## src/source/hci_params.svh

```systemverilog
//~~~~~~~~~~~~~~~~~~~~~~~~~~~~~~~~~~~~~~~~~~~~~~~~~~~~~~~~~~~~~~~~~~~~~~~~~~
// sizes and latencies shared by the interconnect mux, the memory model and
// the testbench, pulled in with `include wherever a macro is needed
//~~~~~~~~~~~~~~~~~~~~~~~~~~~~~~~~~~~~~~~~~~~~~~~~~~~~~~~~~~~~~~~~~~~~~~~~~~
`ifndef HCI_PARAMS_SVH
`define HCI_PARAMS_SVH

// number of initiator channels behind the mux
`define HCI_NB_CHAN 4

// word address and data widths
`define HCI_AW 8
`define HCI_DW 32

// bank 0 answers fast, bank 1 slow
`define HCI_FAST_LAT 1
`define HCI_SLOW_LAT 3

// total words over both banks, must be 2**HCI_AW
`define HCI_DEPTH 256

`endif
```

## src/source/hci_pkg.sv

```systemverilog
//~~~~~~~~~~~~~~~~~~~~~~~~~~~~~~~~~~~~~~~~~~~~~~~~~~~~~~~~~~~~~~~~~~~~~~~~~~
// types for the request and response paths of the shared-memory interconnect
//~~~~~~~~~~~~~~~~~~~~~~~~~~~~~~~~~~~~~~~~~~~~~~~~~~~~~~~~~~~~~~~~~~~~~~~~~~
`include "hci_params.svh"

package hci_pkg;

  // word address, lsb picks the bank
  typedef logic [`HCI_AW-1:0] addr_t;

  // one data word
  typedef logic [`HCI_DW-1:0] data_t;

  // one enable per byte lane
  typedef logic [`HCI_DW/8-1:0] be_t;

  // channel index, used as transaction id
  typedef logic [$clog2(`HCI_NB_CHAN)-1:0] id_t;

  // forced priority per channel, larger wins
  typedef logic [$clog2(`HCI_NB_CHAN)-1:0] prio_t;

  // request payload, valid while req is high
  // wen is high for a read
  typedef struct packed {
    addr_t add;
    logic  wen;
    data_t data;
    be_t   be;
  } hci_req_t;

  // response payload, writes return zero data
  typedef struct packed {
    data_t r_data;
    id_t   r_id;
  } hci_rsp_t;

  // slot of a memory delay lane
  typedef enum logic [1:0] {
    LANE_IDLE,
    LANE_BUSY,
    LANE_DONE
  } lane_state_e;

endpackage

```

## src/source/hci_mux_ooo.sv

```systemverilog
//~~~~~~~~~~~~~~~~~~~~~~~~~~~~~~~~~~~~~~~~~~~~~~~~~~~~~~~~~~~~~~~~~~~~~~~~~~
// N-to-1 request mux with round-robin or forced priority, tags each request
// with its channel id and routes responses back by id, out of order
//~~~~~~~~~~~~~~~~~~~~~~~~~~~~~~~~~~~~~~~~~~~~~~~~~~~~~~~~~~~~~~~~~~~~~~~~~~
`timescale 1ns/1ps
`include "hci_params.svh"

module hci_mux_ooo #(
  parameter int unsigned NB_CHAN = `HCI_NB_CHAN
) (
  input  logic                                 clk_i,
  input  logic                                 rst_ni,
  input  logic                                 clear_i,

  input  logic                                 priority_force_i,
  input  hci_pkg::prio_t     [NB_CHAN-1:0]     priority_i,

  // initiator side
  input  logic               [NB_CHAN-1:0]     in_req_i,
  input  hci_pkg::hci_req_t  [NB_CHAN-1:0]     in_data_i,
  output logic               [NB_CHAN-1:0]     in_gnt_o,
  output logic               [NB_CHAN-1:0]     in_r_valid_o,
  input  logic               [NB_CHAN-1:0]     in_r_ready_i,
  output hci_pkg::hci_rsp_t                    in_r_o,

  // memory side
  output logic                                 out_req_o,
  output hci_pkg::hci_req_t                    out_data_o,
  output hci_pkg::id_t                         out_id_o,
  input  logic                                 out_gnt_i,
  input  logic                                 out_r_valid_i,
  output logic                                 out_r_ready_o,
  input  hci_pkg::hci_rsp_t                    out_r_i
);

  hci_pkg::id_t                  rr_counter_q;
  hci_pkg::id_t                  winner_d;
  hci_pkg::id_t                  winner_q;
  hci_pkg::prio_t [NB_CHAN-1:0]  eff_prio;
  logic                          out_hs;
  logic                          out_hs_q;
  logic                          any_req_q;

  assign out_hs = out_req_o & out_gnt_i;

  // round-robin pointer, one step per output handshake
  always_ff @(posedge clk_i or negedge rst_ni) begin : rr_counter
    if (!rst_ni) begin
      rr_counter_q <= '0;
    end else if (clear_i) begin
      rr_counter_q <= '0;
    end else if (out_hs) begin
      if (rr_counter_q == hci_pkg::id_t'(NB_CHAN - 1)) begin
        rr_counter_q <= '0;
      end else begin
        rr_counter_q <= rr_counter_q + 1'b1;
      end
    end
  end

  // last winner plus the two flags that allow a new decision
  always_ff @(posedge clk_i or negedge rst_ni) begin : winner_regs
    if (!rst_ni) begin
      winner_q  <= '0;
      out_hs_q  <= 1'b0;
      any_req_q <= 1'b0;
    end else if (clear_i) begin
      winner_q  <= '0;
      out_hs_q  <= 1'b0;
      any_req_q <= 1'b0;
    end else begin
      winner_q  <= winner_d;
      out_hs_q  <= out_hs;
      any_req_q <= |in_req_i;
    end
  end

  for (genvar ii = 0; ii < NB_CHAN; ii++) begin : gen_chan
    // round-robin rank: the channel under the pointer gets NB_CHAN-1,
    // the next one NB_CHAN-2 and so on around the ring
    assign eff_prio[ii] = priority_force_i ? priority_i[ii] :
        hci_pkg::prio_t'(NB_CHAN - 1 -
                         ((ii + NB_CHAN - int'(rr_counter_q)) % NB_CHAN));

    // grant only the current winner, and only if the memory takes it
    assign in_gnt_o[ii] = (winner_d == hci_pkg::id_t'(ii)) & in_req_i[ii] & out_gnt_i;

    // response goes to the channel whose id it carries
    assign in_r_valid_o[ii] = out_r_valid_i & (out_r_i.r_id == hci_pkg::id_t'(ii));
  end

  // winner-takes-all over the requesting channels
  always_comb begin : wta_comb
    logic           found;
    hci_pkg::prio_t best;
    found    = 1'b0;
    best     = '0;
    winner_d = winner_q;
    // decide again only after a handshake or an empty cycle
    // so a pending request cannot be overtaken
    if (out_hs_q || !any_req_q) begin
      winner_d = rr_counter_q;
      for (int k = 0; k < NB_CHAN; k++) begin
        // ties go to the lower channel index
        if (in_req_i[k] && (!found || eff_prio[k] > best)) begin
          found    = 1'b1;
          best     = eff_prio[k];
          winner_d = hci_pkg::id_t'(k);
        end
      end
    end
  end

  // forward the winning request, id is its channel index
  assign out_req_o  = in_req_i[winner_d];
  assign out_data_o = in_data_i[winner_d];
  assign out_id_o   = winner_d;

  // response payload is broadcast, only r_valid is steered
  assign in_r_o        = out_r_i;
  assign out_r_ready_o = in_r_ready_i[out_r_i.r_id];

  // the held winner keeps its request up until it is granted
  a_out_req_held : assert property (
    @(posedge clk_i) disable iff (!rst_ni)
    out_req_o && !out_gnt_i |=> out_req_o
  ) else $error("out_req_o dropped without grant");

endmodule

```

## config.mk

```make
export PLATFORM = sky130hd
export DESIGN_NAME = hci_mux_ooo
export DESIGN_NICKNAME = d
export VERILOG_FILES = /design/src/source/hci_pkg.sv /design/src/source/hci_mux_ooo.sv
export VERILOG_INCLUDE_DIRS = /design/src /design/src/source
export SDC_FILE = /design/constraint.sdc
export NUM_CORES = 1
export LEC_CHECK = 0
export ABC_AREA = 1
export CAP_MARGIN = 20
export CORE_AREA = 2 2 127 129
export CTS_CLUSTER_DIAMETER = 80
export DETAILED_ROUTE_END_ITERATION = 10
export DIE_AREA = 0 0 129 131
export DONT_BUFFER_PORTS = 1
export GPL_ROUTABILITY_DRIVEN = 0
export PLACE_DENSITY = 0.3
export REMOVE_ABC_BUFFERS = 1
export SYNTH_ARGS = -nofsm -noshare
export SYNTH_HDL_FRONTEND = slang
export SYNTH_SLANG_ARGS = --single-unit
```

## constraint.sdc

```tcl
create_clock -name clk_i -period 5 [get_ports clk_i]
set_clock_uncertainty 0.1 [all_clocks]
set_input_delay 0.5 -clock clk_i [delete_from_list [all_inputs] [get_ports clk_i]]
set_output_delay 0.5 -clock clk_i [all_outputs]
set_load 0.05 [all_outputs]
```

==> flow_metrics.env <==
export IMPL_outcome="finished with violations"
export IMPL_violations="setup timing"
export IMPL_synth_ff_type="dfrtp_1"
export IMPL_cp_slowest_cell="dfrtp_1"
export IMPL_die_area_sq_mm=0.0169
export IMPL_vias_per_cell=4.66
export IMPL_layout_common_cells="nand2_1, buf_12, nand4_1"
export IMPL_wirelength_um=12700
export IMPL_vias=2938
export IMPL_cts_tree="built"
export IMPL_num_rows=46
export IMPL_core_area_sq_mm=0.0156
export IMPL_antenna_left=0
export IMPL_dr_pass1_iters=4
export IMPL_total_power_mw=2.42
export IMPL_yosys_area_share_simple_pct=47.5
export IMPL_grtUsageMet3_pct=5.25
export IMPL_fin_crit_sh_pct=101
export IMPL_crit_arrival_ns=4.43
export IMPL_crit_fanout=12
export IMPL_timing_final_max_slew_violations=0
export IMPL_grt_max_degree=46
export IMPL_synth_edff_count=0
export IMPL_htree_levels=1
export IMPL_setup_slack_ns=-0.0316
export IMPL_setup_violations=23
export IMPL_r2r_start="rr_counter_q[0]"
export IMPL_layout_cells_non_filler=631
export IMPL_path_clk_slew_ns=0.03
export IMPL_ys_types=32
export IMPL_rsz0062_at_grt="true"
export IMPL_drt_initial_drc_count=233
export IMPL_path_class="reg -> out"
export IMPL_holdWs_ns=0.234
export IMPL_cts_root_buf="clkbuf_16"
export IMPL_port_buffers=0
export IMPL_synth_top_area_cell="nand2_1"
export IMPL_yosys_top_cells_area="nand2_1, buf_4, nand4_1, a22oi_1, a22oi_2"
export IMPL_synth_compound_area_share_pct=19.4
export IMPL_crit_path_start="rr_counter_q[0]"
export IMPL_syn_inst=367
export IMPL_muxShareOfSynthArea_pct=0
export IMPL_synth_xor_area_share_pct=0.398
export IMPL_die_w_um=129
export IMPL_syn_mean_instance_area_sq_um=6.00
export IMPL_endpoint_kind="primary output"
export IMPL_max_slew_worst_pin_slew_ns=0.609
export IMPL_finalHoldViolCount=0
export IMPL_cts_sinks=6
export IMPL_min_path_type="in -> reg"
export IMPL_ys_warn_count=0
export IMPL_worstSetupEndpoint="out_data_o[19]"
export IMPL_wl_per_cell_um=20.1
export IMPL_clock_fmax_mhz=199
export IMPL_synthArstFlopShare_pct=100
export IMPL_regToRegEndpoint="rr_counter_q[1]"
export IMPL_overflow=0
export IMPL_ios=327
export IMPL_yosysTopAreaCellShare_pct=28.3
export IMPL_max_vdd_ir_drop_mv=0.224
export IMPL_required_ns=4.40
export IMPL_diodes=0
export IMPL_die_y_um=131
export IMPL_synth_top_family_by_area="simple AND/OR/NAND/NOR gates"
export IMPL_crit_path_frequent_cell="nand2_1"
export IMPL_hpwl_um=9190
export IMPL_critPathLaunchType="flip-flop"
export IMPL_grt_pass1_wl_um=14200
export IMPL_antenna_found_initial=0
export IMPL_syn_area_sq_mm=0.00220
export IMPL_ys_ff_latch=6
export IMPL_place_inst=597
export IMPL_synth_sequential_area_ratio_pct=6.82
export IMPL_areaGrowthSynthToFinish_pct=78.9
export IMPL_fin_nets=659
export IMPL_power_leakage_nw=1.70
export IMPL_met1_usage_pct=14.1
export IMPL_r2r_cells=34
export IMPL_r2r_slack_ns=0.63
export IMPL_slowest_delay_ns=0.41
export IMPL_final_common_cell="nand2_1"
export IMPL_fin_crit_ns=5.03
export IMPL_cts_buffers=3
export IMPL_clkLatencyLatePin_ns=0.23
export IMPL_grt_pass1_vias=2470
export IMPL_drc=0
export IMPL_drv_cap=0
export IMPL_final_layout_size_suffix_gt1_share_pct=41.7
export IMPL_n_fill_cell=1698
export IMPL_finish_utilization_pct=25.2
export IMPL_use_met2_pct=18.2
export IMPL_track_usage_pct=11.3
export IMPL_holdCritStartpoint="clear_i"
export IMPL_setup_tns_ns=-0.293
export IMPL_top_usage_layer="met2"
export IMPL_slew_headroom_pct=59.3
export IMPL_start_util_pct=14.1
export IMPL_power_density_mw_per_mm2=614
export IMPL_clock_path_buffers=2
export IMPL_synth_fa_ha_area_share_pct=3.41
[cell usage after synthesis, drive strengths merged, types with 4 or more instances]
library cell and count:
nand2 172, buf 50, a22oi 34, nand4 31, inv 25, nand3 9
nor2 9, o21ai 9, dfrtp 6, ha 6, nor3 6, a21oi 4
[timing repair]
item	in CTS	in global routing
resized for setup	16	51
pin swaps	7	38
endpoints found under the setup margin	46	50
hold buffers	1	0
setup buffers	4	19
endpoints found under the hold margin	6	0
gates cloned	1	8
[worst min-delay path by stage]
stage	endpoint	slack, ns	cells after the start
6_report	any_req_q	0.23	1
2_1_floorplan	any_req_q	0.10	0
5_1_grt	any_req_q	0.23	1
3_5_place_dp	winner_q[1]	0.10	0
3_3_place_gp	winner_q[0]	0.10	0
4_1_cts	any_req_q	0.23	1
[per-layer routing]
layer	wire length, um	part of all wire, %	vias to the layer above
met4	170	1.3	0
li1	-	-	1301
met5	0	0	-
met2	6190	49	266
met3	1560	12	14
met1	4750	38	1357
[critical path, delay by kind of cell (launching register included)]
family,cells,cell delay (ns)
buffers and inverters,5,0.59
XOR/XNOR,1,0.19
adder cells (fa/ha/maj),3,0.84
flip-flops,1,0.41
AND/OR/NAND/NOR,16,1.40
AO/OA/AOI/OAI,8,0.78
[layout make-up]
class,count,area (sq um),area share [%]
Sequential cell,6,150,3.81
Inverter,25,120,3.05
Tap cell,216,270,6.86
Timing Repair Buffer,95,1550,39.4
Multi-Input combinational cell,286,1770,45.0
Clock buffer,3,75.1,1.91
[where the power goes]
group,internal [mW],switching (mW),leakage (nW)
Sequential,0.0552,0.00452,0.0786
Combinational,0.987,1.24,1.58
Clock,0.103,0.0258,0.0370
[sequential cells by signal (all words and copies together), names as in the netlist]
signal / flops
winner_q: 2
any_req_q: 1
rr_counter_q: 2
out_hs_q: 1
[per-stage QoR]
stage | worst slack (ns) | instance area [sq um]
floorplan | -0.246 | 1810
global placement | 0.0480 | 3200
detailed placement | -0.102 | 3200
CTS | -0.00130 | 3390
global route | -0.345 | 3940
finish | -0.0316 | 3940
[logic make-up (layout without fill, tap and decap cells)]
family                   count (synthesis)  count (layout)
AND/OR/NAND/NOR                        229             229
adder cells (fa/ha/maj)                  6               6
AO/OA/AOI/OAI                           50              50
flip-flops                               6               6
buffers and inverters                   75             123
XOR/XNOR                                 1               1
No activity file was read; power rests on OpenSTA's default activity.
